--- config.mk ---
export PLATFORM = sky130hd
export DESIGN_NAME = axi_read_subsys_top
export DESIGN_NICKNAME = d
export VERILOG_FILES = /design/src/hw/axi_rd_pkg.sv /design/src/hw/axi_rd_if.sv /design/src/hw/rd_cmd_queue.sv /design/src/hw/axi_single_read_master.sv /design/src/hw/axi_rd_mem_slave.sv /design/src/hw/axi_read_subsys_top.sv
export SDC_FILE = /design/constraint.sdc
export NUM_CORES = 2
export LEC_CHECK = 0
export BUFFER_PORTS_ARGS = -buffer_cell sky130_fd_sc_hd__buf_4
export CAP_MARGIN = 0
export CORE_ASPECT_RATIO = 2
export CORE_MARGIN = 3
export CORE_UTILIZATION = 61
export DETAILED_ROUTE_END_ITERATION = 7
export GPL_TIMING_DRIVEN = 0
export PLACE_DENSITY = 0.78
export SKIP_CTS_REPAIR_TIMING = 1
export SYNTH_ARGS = -nofsm -noshare
export SYNTH_HDL_FRONTEND = slang
export SYNTH_HIERARCHICAL = 1
export SYNTH_SLANG_ARGS = --single-unit
export TNS_END_PERCENT = 10
--- constraint.sdc ---
create_clock -name rvx_port_11 -period 10.5 [get_ports rvx_port_11]
set_clock_uncertainty 0.15 [all_clocks]
set_input_delay 2.625 -clock rvx_port_11 [delete_from_list [all_inputs] [get_ports rvx_port_11]]
set_output_delay 2.625 -clock rvx_port_11 [all_outputs]
set_load 0.005 [all_outputs]
--- src/hw/axi_rd_pkg.sv ---
// Shared types for the single-beat AXI4 read subsystem
//   axi_resp_e      AXI read response code
//   rd_mst_state_e  read master FSM states
//   rd_slv_state_e  memory slave FSM states

package axi_rd_pkg;

	// **********************************************************************
	// AXI response encoding
	// **********************************************************************
	typedef enum logic [1:0]
	{
		RESP_OKAY   = 2'b00,
		RESP_EXOKAY = 2'b01,
		RESP_SLVERR = 2'b10,
		RESP_DECERR = 2'b11
	} axi_resp_e;

	// **********************************************************************
	// Read master states
	// **********************************************************************
	// MST_ADDR drives AR valid and R ready, MST_DATA drives R ready only
	typedef enum logic [1:0]
	{
		MST_IDLE = 2'd0,
		MST_ADDR = 2'd1,
		MST_DATA = 2'd2
	} rd_mst_state_e;

	// **********************************************************************
	// Memory slave states
	// **********************************************************************
	typedef enum logic [1:0]
	{
		SLV_IDLE = 2'd0,
		SLV_WAIT = 2'd1,
		SLV_RESP = 2'd2
	} rd_slv_state_e;

endpackage

--- src/hw/axi_rd_if.sv ---
// AXI4 read channel bundle, AR and R only
//   mst modport for the read master
//   slv modport for the memory slave

`timescale 1ns/1ps

interface axi_rd_if
	import axi_rd_pkg::*;
#(
	parameter int ADDR_W = 16,
	parameter int DATA_W = 32
)
();

	// Read address channel
	logic              arvalid;
	logic              arready;
	logic [ADDR_W-1:0] araddr;

	// Read data channel, always a single last beat
	logic              rvalid;
	logic              rready;
	logic [DATA_W-1:0] rdata;
	axi_resp_e         rresp;

	modport mst
	(
		output arvalid,
		output araddr,
		input  arready,
		input  rvalid,
		input  rdata,
		input  rresp,
		output rready
	);

	modport slv
	(
		input  arvalid,
		input  araddr,
		output arready,
		output rvalid,
		output rdata,
		output rresp,
		input  rready
	);

endinterface

--- src/hw/rd_cmd_queue.sv ---
// Read command queue
//   Circular buffer of byte addresses, oldest first
//   Push side fed by the client strobe, pop side by the read master

`timescale 1ns/1ps

module rd_cmd_queue
#(
	parameter int ADDR_W      = 16,
	parameter int QUEUE_DEPTH = 4
)
(
	input  logic              rvx_port_11,
	input  logic              rvx_port_25,
	input  logic              push,
	input  logic [ADDR_W-1:0] push_addr,
	input  logic              pop,
	output logic              full,
	output logic              cmd_valid,
	output logic [ADDR_W-1:0] cmd_addr
);

	localparam int PTR_W = (QUEUE_DEPTH > 1) ? $clog2(QUEUE_DEPTH) : 1;
	localparam int CNT_W = $clog2(QUEUE_DEPTH + 1);
	localparam logic [PTR_W-1:0] LAST_SLOT = PTR_W'(QUEUE_DEPTH - 1);

	logic [ADDR_W-1:0] slot_mem [QUEUE_DEPTH];
	logic [PTR_W-1:0]  wr_ptr;
	logic [PTR_W-1:0]  rd_ptr;
	logic [CNT_W-1:0]  count;

	// **********************************************************************
	// Address storage
	// **********************************************************************
	always_ff @(posedge rvx_port_11)
	begin
		if (push)
		begin
			slot_mem[wr_ptr] <= push_addr;
		end
	end

	// **********************************************************************
	// Pointers and occupancy
	// **********************************************************************
	always_ff @(posedge rvx_port_11 or negedge rvx_port_25)
	begin
		if (!rvx_port_25)
		begin
			wr_ptr <= '0;
			rd_ptr <= '0;
			count  <= '0;
		end
		else
		begin
			if (push)
			begin
				wr_ptr <= (wr_ptr == LAST_SLOT) ? '0 : wr_ptr + 1'b1;
			end
			if (pop)
			begin
				rd_ptr <= (rd_ptr == LAST_SLOT) ? '0 : rd_ptr + 1'b1;
			end
			// Simultaneous push and pop leaves the count alone
			if (push && !pop)
			begin
				count <= count + 1'b1;
			end
			else if (pop && !push)
			begin
				count <= count - 1'b1;
			end
		end
	end

	assign full      = (count == CNT_W'(QUEUE_DEPTH));
	assign cmd_valid = (count != '0);
	assign cmd_addr  = slot_mem[rd_ptr];

	// Top level gates push with rd_ready and the master pops only on cmd_valid
	assert property (@(posedge rvx_port_11) disable iff (!rvx_port_25)
		!(push && full) && !(pop && !cmd_valid))
		else $error("queue push while full or pop while empty");

endmodule

--- src/hw/axi_single_read_master.sv ---
// Single-beat AXI4 read master
//   Takes one queued address at a time and issues one AR transfer
//   Returns the R beat as a one-cycle response pulse with error flag

`timescale 1ns/1ps

module axi_single_read_master
	import axi_rd_pkg::*;
#(
	parameter int ADDR_W = 16,
	parameter int DATA_W = 32
)
(
	input  logic              rvx_port_11,
	input  logic              rvx_port_25,
	input  logic              cmd_valid,
	input  logic [ADDR_W-1:0] cmd_addr,
	output logic              cmd_pop,
	output logic              rsp_valid,
	output logic [DATA_W-1:0] rsp_data,
	output logic              rsp_err,
	axi_rd_if.mst             axi
);

	rd_mst_state_e     state;
	logic [ADDR_W-1:0] addr_q;
	logic              ar_done;
	logic              r_done;

	// Handshakes on the two channels
	assign ar_done = axi.arvalid & axi.arready;
	assign r_done  = axi.rvalid & axi.rready;

	assign cmd_pop = (state == MST_IDLE) & cmd_valid;

	// **********************************************************************
	// Read FSM
	// **********************************************************************
	always_ff @(posedge rvx_port_11 or negedge rvx_port_25)
	begin
		if (!rvx_port_25)
		begin
			state <= MST_IDLE;
		end
		else
		begin
			unique case (state)
				MST_IDLE:
				begin
					if (cmd_valid)
					begin
						state <= MST_ADDR;
					end
				end
				MST_ADDR:
				begin
					// R may complete on the same edge as AR
					if (ar_done)
					begin
						state <= r_done ? MST_IDLE : MST_DATA;
					end
				end
				MST_DATA:
				begin
					if (r_done)
					begin
						state <= MST_IDLE;
					end
				end
				default:
				begin
					state <= MST_IDLE;
				end
			endcase
		end
	end

	// Address held from pop until the AR handshake
	always_ff @(posedge rvx_port_11)
	begin
		if (cmd_pop)
		begin
			addr_q <= cmd_addr;
		end
	end

	assign axi.arvalid = (state == MST_ADDR);
	assign axi.araddr  = addr_q;
	assign axi.rready  = (state == MST_ADDR) | (state == MST_DATA);

	// Response pulse straight from the R handshake
	assign rsp_valid = r_done;
	assign rsp_data  = axi.rdata;
	assign rsp_err   = (axi.rresp != RESP_OKAY);

	assert property (@(posedge rvx_port_11) disable iff (!rvx_port_25)
		(axi.arvalid && !axi.arready) |=> (axi.arvalid && $stable(axi.araddr)))
		else $error("araddr changed before the AR handshake");

endmodule

--- src/hw/axi_rd_mem_slave.sv ---
// AXI4 read slave over a word memory
//   Load port writes words directly by index
//   Fixed delay from AR handshake to R valid
//   Misaligned or out-of-range addresses answer with SLVERR

`timescale 1ns/1ps

module axi_rd_mem_slave
	import axi_rd_pkg::*;
#(
	parameter int ADDR_W      = 16,
	parameter int DATA_W      = 32,
	parameter int MEM_DEPTH   = 64,
	parameter int MEM_LATENCY = 3
)
(
	input  logic                         rvx_port_11,
	input  logic                         rvx_port_25,
	input  logic                         ld_en,
	input  logic [$clog2(MEM_DEPTH)-1:0] ld_addr,
	input  logic [DATA_W-1:0]            ld_data,
	axi_rd_if.slv                        axi
);

	localparam int IDX_W = $clog2(MEM_DEPTH);
	localparam int OFF_W = $clog2(DATA_W / 8);
	localparam int LAT_W = $clog2(MEM_LATENCY + 1);
	// Byte offset bits inside one word
	localparam logic [ADDR_W-1:0] OFF_MASK = ADDR_W'((DATA_W / 8) - 1);

	logic [DATA_W-1:0] mem [MEM_DEPTH];

	rd_slv_state_e     state;
	logic [LAT_W-1:0]  wait_cnt;
	logic [ADDR_W-1:0] addr_q;
	logic [ADDR_W-1:0] dec_addr;
	logic [ADDR_W-1:0] word_idx;
	logic              addr_bad;
	logic              ar_done;
	logic              r_done;
	logic              to_resp;
	logic [DATA_W-1:0] rdata_q;
	axi_resp_e         rresp_q;

	// **********************************************************************
	// Word memory and load port
	// **********************************************************************
	always_ff @(posedge rvx_port_11)
	begin
		if (ld_en)
		begin
			mem[ld_addr] <= ld_data;
		end
	end

	// Address decode, live AR address while idle, captured one afterwards
	assign dec_addr = (state == SLV_IDLE) ? axi.araddr : addr_q;
	assign word_idx = dec_addr >> OFF_W;
	assign addr_bad = ((dec_addr & OFF_MASK) != '0) || (word_idx >= ADDR_W'(MEM_DEPTH));

	assign ar_done = axi.arvalid & axi.arready;
	assign r_done  = axi.rvalid & axi.rready;

	// Entering SLV_RESP on this edge, straight from the handshake for a latency of one
	assign to_resp = (MEM_LATENCY == 1) ? ar_done :
		((state == SLV_WAIT) && (wait_cnt == LAT_W'(1)));

	// **********************************************************************
	// Slave FSM
	// **********************************************************************
	always_ff @(posedge rvx_port_11 or negedge rvx_port_25)
	begin
		if (!rvx_port_25)
		begin
			state    <= SLV_IDLE;
			wait_cnt <= '0;
		end
		else
		begin
			unique case (state)
				SLV_IDLE:
				begin
					if (ar_done)
					begin
						wait_cnt <= LAT_W'(MEM_LATENCY - 1);
						state    <= to_resp ? SLV_RESP : SLV_WAIT;
					end
				end
				SLV_WAIT:
				begin
					if (to_resp)
					begin
						state <= SLV_RESP;
					end
					else
					begin
						wait_cnt <= wait_cnt - 1'b1;
					end
				end
				SLV_RESP:
				begin
					if (r_done)
					begin
						state <= SLV_IDLE;
					end
				end
				default:
				begin
					state <= SLV_IDLE;
				end
			endcase
		end
	end

	// Address and response payload
	always_ff @(posedge rvx_port_11)
	begin
		if (ar_done)
		begin
			addr_q <= axi.araddr;
		end
		if (to_resp)
		begin
			rdata_q <= addr_bad ? '0 : mem[word_idx[IDX_W-1:0]];
			rresp_q <= addr_bad ? RESP_SLVERR : RESP_OKAY;
		end
	end

	assign axi.arready = (state == SLV_IDLE);
	assign axi.rvalid  = (state == SLV_RESP);
	assign axi.rdata   = rdata_q;
	assign axi.rresp   = rresp_q;

	assert property (@(posedge rvx_port_11) disable iff (!rvx_port_25)
		(axi.rvalid && !axi.rready) |=> (axi.rvalid && $stable(axi.rdata)))
		else $error("R beat dropped or changed before rready");

endmodule

--- src/hw/axi_read_subsys_top.sv ---
// Single-beat AXI4 read subsystem top level
//   rd_cmd_queue           holds client read addresses in order
//   axi_single_read_master one read in flight, MST_IDLE/ADDR/DATA
//   axi_rd_mem_slave       word memory answering the AR/R channels

`timescale 1ns/1ps

module axi_read_subsys_top
#(
	parameter int ADDR_W      = 16,
	parameter int DATA_W      = 32,
	parameter int QUEUE_DEPTH = 4,
	parameter int MEM_DEPTH   = 64,
	parameter int MEM_LATENCY = 3
)
(
	input  logic                         rvx_port_11,
	input  logic                         rvx_port_25,
	input  logic                         rd_req,
	input  logic [ADDR_W-1:0]            rd_addr,
	input  logic                         ld_en,
	input  logic [$clog2(MEM_DEPTH)-1:0] ld_addr,
	input  logic [DATA_W-1:0]            ld_data,
	output logic                         rd_ready,
	output logic                         rsp_valid,
	output logic [DATA_W-1:0]            rsp_data,
	output logic                         rsp_err
);

	logic              q_full;
	logic              q_push;
	logic              cmd_valid;
	logic              cmd_pop;
	logic [ADDR_W-1:0] cmd_addr;

	axi_rd_if #(.ADDR_W(ADDR_W), .DATA_W(DATA_W)) axi_bus ();

	// Client strobe counts only while the queue has room
	assign rd_ready = ~q_full;
	assign q_push   = rd_req & rd_ready;

	rd_cmd_queue #(
		.ADDR_W      (ADDR_W),
		.QUEUE_DEPTH (QUEUE_DEPTH)
	) rd_cmd_queue_inst (
		.rvx_port_11 (rvx_port_11),
		.rvx_port_25 (rvx_port_25),
		.push        (q_push),
		.push_addr   (rd_addr),
		.pop         (cmd_pop),
		.full        (q_full),
		.cmd_valid   (cmd_valid),
		.cmd_addr    (cmd_addr)
	);

	// Master leaves MST_IDLE by popping the queue head
	axi_single_read_master #(
		.ADDR_W (ADDR_W),
		.DATA_W (DATA_W)
	) axi_single_read_master_inst (
		.rvx_port_11 (rvx_port_11),
		.rvx_port_25 (rvx_port_25),
		.cmd_valid   (cmd_valid),
		.cmd_addr    (cmd_addr),
		.cmd_pop     (cmd_pop),
		.rsp_valid   (rsp_valid),
		.rsp_data    (rsp_data),
		.rsp_err     (rsp_err),
		.axi         (axi_bus.mst)
	);

	axi_rd_mem_slave #(
		.ADDR_W      (ADDR_W),
		.DATA_W      (DATA_W),
		.MEM_DEPTH   (MEM_DEPTH),
		.MEM_LATENCY (MEM_LATENCY)
	) axi_rd_mem_slave_inst (
		.rvx_port_11 (rvx_port_11),
		.rvx_port_25 (rvx_port_25),
		.ld_en       (ld_en),
		.ld_addr     (ld_addr),
		.ld_data     (ld_data),
		.axi         (axi_bus.slv)
	);

endmodule

* Word level (Yosys, flattened, before mapping)
Memory sizes are Yosys's and may differ from the RTL's. A register that Yosys moved wholly into a read port is not among the register bits.
Index checks and enable logic that the tools add are counted.
** Operators by class
- $lt $le $gt $ge :: 1
- Add/subtract/negate cells :: 5
- Mux-type cells :: 22
- Reduce and logical (&&, ||, !) cells :: 16
- Bitwise operators :: 6
- Equal/unequal tests :: 15
** Operator list (number)
- 2-to-1 mux 2 bit :: 12
- 2-to-1 mux 16 bit :: 1
- nonzero test 16 bit :: 1
- >= comparator 14 x 7 -> 1 bit (second input constant) :: 1
- case mux 2 bit (3 select lines) :: 2
- AND reduction 3 bit :: 3
- == test 2 bit (second input constant) :: 4
- != test 2 bit (second input constant) :: 4
- == test 2 x 1 -> 1 bit (second input constant) :: 3
- 2-to-1 mux 3 bit :: 2
- != test 2 x 1 -> 1 bit (second input constant) :: 3
- nonzero test 2 bit :: 3
- adder 2 x 1 -> 2 bit (second input constant) :: 2
- bitwise AND 1 bit :: 4
- logical NOT 2 bit :: 2
- 2-to-1 mux 1 bit :: 4
- case mux 2 bit (2 select lines) :: 1
- adder 3 x 1 -> 3 bit (second input constant) :: 1
- == test 3 bit (second input constant) :: 1
- logical AND 1 bit :: 3
- nonzero test 3 bit :: 1
- subtractor 3 x 1 -> 3 bit (second input constant) :: 1
- logical NOT 1 bit :: 2
- subtractor 2 x 1 -> 2 bit (second input constant) :: 1
- 3 further kinds :: 3
** Storage, ports and cells
- Output and inout port bits :: 35
- Memory bits (writable) :: 2112
- Word-level logic and storage cells :: 75
- Bits in registers :: 31
- Input port bits :: 58
- Memories kept :: 2
** Memories
- axi_rd_mem_slave_inst.mem :: words 64, bits a word 32, read ports 1, clocked after memory_dff 1, wr ports 1, RTL line axi_rd_mem_slave.sv:31 : logic [DATA_W-1:0] mem [MEM_DEPTH];
- rd_cmd_queue_inst.slot_mem :: words 4, bits a word 16, read ports 1, clocked after memory_dff 1, wr ports 1, RTL line rd_cmd_queue.sv:27 : logic [ADDR_W-1:0] slot_mem [QUEUE_DEPTH];

* Logic depth before layout (Yosys ltp)
- Depth after elaboration :: 7
- Depth in mapped cells :: 13
- Gate-level depth less buffers :: 10

* Cells and area by module
Netlist, hierarchy kept.
** Modules (own cells, without submodules)
- axi_rd_mem_slave :: cells an instance 5050, times used 1, area an instance 81979.9 µm², sequential area each 63070.5 µm²
- rd_cmd_queue :: cells an instance 121, times used 1, area an instance 2766.4 µm², sequential area each 2097.0 µm²
- axi_single_read_master :: cells an instance 70, times used 1, area an instance 918.4 µm², sequential area each 530.5 µm²
- axi_read_subsys_top :: cells an instance 2, times used 1, area an instance 10.0 µm², sequential area each 0.0 µm²

* Least setup slack after synthesis
No wires, ideal clock.
- Path type :: input -> register
- From :: in ld_addr[5]
- To :: mem axi_rd_mem_slave_inst.mem[48][0] (enable)
- Stages :: 4
- Library setup time :: 0.461 ns
- Path buffers :: 1
- Arrival time :: 5.501 ns
- Path slack :: 4.388 ns
- Data required time :: 9.889 ns
- Cells stage by stage :: clkbuf_1 > nand3_1 > or3_1 > nor3_1
** RTL lines
- start, declared :: RTL line axi_read_subsys_top.sv:22 : input logic [$clog2(MEM_DEPTH)-1:0] ld_addr,
- end, declared :: RTL line axi_rd_mem_slave.sv:31
No word-level cell before the write port.

* Worst setup path after layout
- From :: reg axi_rd_mem_slave_inst.state[1]
- To :: reg axi_rd_mem_slave_inst.rdata_q[18], in the netlist axi_rd_mem_slave_inst/axi.rdata[18], read port of axi_rd_mem_slave_inst.mem (data pin)
** Between the ends
- Cells in the longest elaborated chain, start to end :: 4
- Elaborated cells between the ends (all ways) :: 7
- Those cells by class :: order compare (1); eq/ne (1); mux (1); reduce/logical (4)
** Ends and longest elaborated chain
- start, declared :: RTL line axi_rd_mem_slave.sv:33 : rd_slv_state_e state;
- start signal, assigned :: RTL line axi_rd_mem_slave.sv:86 : state <= to_resp ? SLV_RESP : SLV_WAIT;
- logical NOT 2 bit :: RTL line axi_rd_mem_slave.sv:57 : assign dec_addr = (state == SLV_IDLE) ? axi.araddr : addr_q;
- 2-to-1 mux 16 bit :: RTL line axi_rd_mem_slave.sv:57
- >= comparator 14 x 7 -> 1 bit or nonzero test 16 bit (tied branches) :: RTL line axi_rd_mem_slave.sv:59 : assign addr_bad = ((dec_addr & OFF_MASK) != '0) || (word_idx >= ADDR_W'(MEM_DEPTH));
- logical OR 1 bit :: RTL line axi_rd_mem_slave.sv:59
- end, declared :: RTL line axi_rd_mem_slave.sv:42 : logic [DATA_W-1:0] rdata_q;
Parallel ways exist; a longest one is shown, timed or not.
A chain may end at the register's enable or synchronous reset.

==> run summary <==
Met2 Use GR = 0.6237
Post-synthesis async set-or-reset flop share = 0.005936
Initial Util = 0.6170
Cells after synthesis = 5243
Seq. cell area = 65700 µm²
Worst-case hold slack = 0.2700 ns
Clock power share = 0.240
Met1 capacity usage during global routing = 0.3791
WL/cell = 35.36 µm
Max VDD drop = 180.0 µV
Max_cap viols = 2
Yosys reg bits = 2190
Drt drc = 0
Placer congestion estimate = 1.002
IO Pins = 93
H-tree Lvls = 4
Layout cell share with drive strength beyond 1 = 0.1359
# rows = 193
Post-synth EDFFs = 2177
Mean Syn Cell Area = 16.34 µm²
Comb pwr share = 0.410
Pwr Density = 293.8 nW/µm²
Die X = 271 µm
Via count = 52291
Detailed Routing Iterations Pass 1 = 6
Met3 Usage GRT = 0.09417
Unrepaired setup endpoints after global routing = no
Crit path DAT = 6.59 ns
Failing checks = capacitance limit, slew limit
Critical Path End = axi_rd_mem_slave_inst/axi.rdata[18]
Critical path class = reg -> reg
Netlist cell types = 77
P_sw = 11550 µW
CTS Buf Count = 180
P&R area growth vs syn = 12.92%
Tot Pwr = 28420 µW
Status = complete, but fails checks
Final wirelength = 268400 µm
CTS max path bufs = 4
Pre-CTS setup slack = 4.840 ns
Vias in the first global route = 52423
Flop pwr share = 0.350
Syn Nets = 5313
Largest net degree at the start of global routing = 65
Global route overflow = 0
Syn Std Cell Area = 85670 µm²
Clock Sinks = 2190
Remaining antenna violation count = 0
Fill cells = 8358
HP Class = reg -> reg
Sw Share = 0.4065
Post-synthesis sequential area ratio = 0.7668
DR iter-0 viols = 7865
Synth Warn # = 6
Final hold vios = 0
Final Max Slew Viols = 4
Final setup violation count = 0
DIE AREA = 145300 µm²
Crit path capture type = flop
Worst r2r src = axi_rd_mem_slave_inst/state[1]
Chip height = 536 µm
Most Crowded Layer GR = met2
Setup ws final = 4.324 ns
Required @ worst endpoint = 10.91 ns
Clk root buf = clkbuf_16
Critical Path Source Type = flop
Terminus of the critical flop-to-flop path = axi_rd_mem_slave_inst/axi.rdata[18]
Avg Vias per Cell = 6.889
Gr usage total = 0.3704
Worst setup path startpoint = axi_rd_mem_slave_inst/state[1]
Fmax = 161.9 MHz
Clock slew at the register clock pins of the worst setup and hold paths = 0.07 ns
Slew HR = -0.1175
CTS tree = built
Leakage = 0.03229 µW
Fin crit period = 6.176 ns
Post-DP HPWL = 177300 µm
Skew-Pair Late Insertion Delay = 0.85 ns
Global-route wire length before repair = 375600 µm
Worst Tran Pin Value = 1.661 ns
Worst r2r path cells = 11
Final setup TNS = 0 ns
Dominant synthesized flop cell = edfxtp_1
I/O Buffers = 87
Pint = 16870 µW
Critical Path Fanout Max = 10
Core ar. = 138900 µm²
Final net count = 5668
Area of the multi-input gates = 18740 µm²
Initial antenna violation count = 27
Tcrit/Tclk final = 0.5882
Reg-to-reg slack, setup = 4.32 ns
-- layer usage --
metal  share of wire  wire (µm)
met3            0.11      28550
met5         0.00027         73
met4            0.12      31670
met2            0.49     132300
met1            0.28      75870
-- power by group through the flow --
stage / registers, µW / logic, µW / clock network (µW)
2_1_floorplan: 10100 / 6120 / 0
3_3_place_gp: 10100 / 10600 / 0
3_5_place_dp: 10100 / 10900 / 0
4_1_cts: 9950 / 11000 / 6780
5_1_grt: 9960 / 11800 / 7110
6_report: 9950 / 11700 / 6820
-- flip-flops by register name, summed over array words and instances (netlist names) --
name	cells
axi_rd_mem_slave_inst/addr_q	16
axi_rd_mem_slave_inst/axi.rdata	32
axi_rd_mem_slave_inst/axi.rresp	1
axi_rd_mem_slave_inst/mem	2048
axi_rd_mem_slave_inst/state	2
axi_rd_mem_slave_inst/wait_cnt	2
axi_single_read_master_inst/axi.araddr	16
axi_single_read_master_inst/state	2
rd_cmd_queue_inst/count	3
rd_cmd_queue_inst/rd_ptr	2
rd_cmd_queue_inst/slot_mem	64
rd_cmd_queue_inst/wr_ptr	2
-- metrics by stage --
| step | util | area [µm²] | std cells |
|---|---|---|---|
| global route | 0.6966 | 96720 | 7579 |
| detailed placement | 0.6542 | 90840 | 7261 |
| finish | 0.6968 | 96750 | 7590 |
| floorplan | - | 85670 | 5243 |
| global placement | 0.6384 | 88650 | 7182 |
| CTS | 0.6956 | 96580 | 7568 |
-- worst max-delay path, cell delays in order, from the launching register on --
cell	delay [ns]
dfrtp_1	0.49
buf_4	0.23
buf_6	0.15
buf_2	0.25
nor4_1	0.11
a31oi_1	0.54
clkbuf_1	0.93
o32ai_1	0.55
nor4_1	1.06
nor4_1	0.29
a31oi_1	0.60
a22o_1	0.53
-- synthesized netlist by cell type, types with 12 or more instances --
master | n | area [µm²]
a31oi_1 | 57 | 356.6
o2bb2ai_1 | 27 | 236.5
a21oi_1 | 348 | 1742
edfxtp_1 | 2177 | 65370
nand3_1 | 12 | 60.06
mux4_2 | 28 | 630.6
inv_1 | 16 | 60.06
nor3_1 | 19 | 95.09
nand2_1 | 611 | 2293
a221oi_1 | 51 | 446.7
nor4_1 | 115 | 719.4
buf_1 | 24 | 90.09
nand4_1 | 14 | 87.58
o32ai_1 | 20 | 175.2
o41ai_1 | 14 | 122.6
o221ai_1 | 29 | 254.0
a211oi_1 | 42 | 315.3
o22ai_1 | 195 | 1220
dfrtp_1 | 13 | 325.3
clkbuf_1 | 143 | 536.8
a22o_1 | 30 | 262.8
buf_4 | 60 | 450.4
buf_2 | 126 | 630.6
o21ai_0 | 70 | 350.3
nor2_1 | 163 | 611.8
and3_1 | 38 | 237.7
mux2_2 | 50 | 563.0
mux2i_1 | 593 | 5936
a32o_1 | 12 | 120.1
-- layout by cell type (no fill, tap or decap), drive strengths merged, types with 8 or more instances in the layout --
cell type,synthesis,layout
nor3,19,19
ha,11,11
mux2,51,51
or2,9,9
o32ai,20,20
nand4,14,14
nand2b,8,8
dfrtp,13,13
bufinv,0,23
and3,38,38
nand2,612,612
o41ai,14,14
inv,17,18
edfxtp,2177,2177
o2111ai,11,11
a22o,30,30
a211oi,42,42
clkbuf,143,368
or4,11,11
o221ai,29,29
nand3,12,12
a31oi,57,57
o21ai,75,75
o2bb2ai,27,27
a32o,12,12
nor2b,8,8
clkinv,0,53
o22ai,196,196
mux2i,593,593
nor2,165,165
nor4,115,115
a221oi,51,51
mux4,36,36
diode,0,15
buf,215,385
a21oi,348,348
-- logic make-up after synthesis --
logic type / Yosys count / synth area share
other cells: 1 / 0.00004377
xor+xnor: 3 / 0.0003067
mux: 680 / 0.08580
compound gates: 936 / 0.06947
buf+inv: 375 / 0.02144
flops: 2190 / 0.7668
fa+ha+maj: 12 / 0.001840
simple gates: 1046 / 0.05427
-- layout make-up --
| class | instances | area share |
|---|---|---|
| repair buffers | 173 | 0.02456 |
| well taps | 1852 | 0.02395 |
| plain buffers | 358 | 0.01833 |
| inverters | 17 | 0.0006596 |
| diodes | 15 | 0.0003880 |
| clock buffers | 223 | 0.04911 |
| clock inverters | 84 | 0.01027 |
| flip-flops and latches | 2190 | 0.6791 |
| multi-input cells | 2678 | 0.1937 |
-- how the worst min path moves through the flow --
stage | start | to | depth (start not counted)
6_report | axi_single_read_master_inst/axi.araddr[2] | axi_rd_mem_slave_inst/addr_q[2] | 0
2_1_floorplan | axi_single_read_master_inst/axi.araddr[4] | axi_rd_mem_slave_inst/addr_q[4] | 0
5_1_grt | axi_single_read_master_inst/axi.araddr[2] | axi_rd_mem_slave_inst/addr_q[2] | 0
3_5_place_dp | axi_single_read_master_inst/axi.araddr[4] | axi_rd_mem_slave_inst/addr_q[4] | 0
3_3_place_gp | axi_single_read_master_inst/axi.araddr[2] | axi_rd_mem_slave_inst/addr_q[2] | 0
4_1_cts | axi_single_read_master_inst/axi.araddr[2] | axi_rd_mem_slave_inst/addr_q[2] | 0
Power figures use the tool's default switching activity.
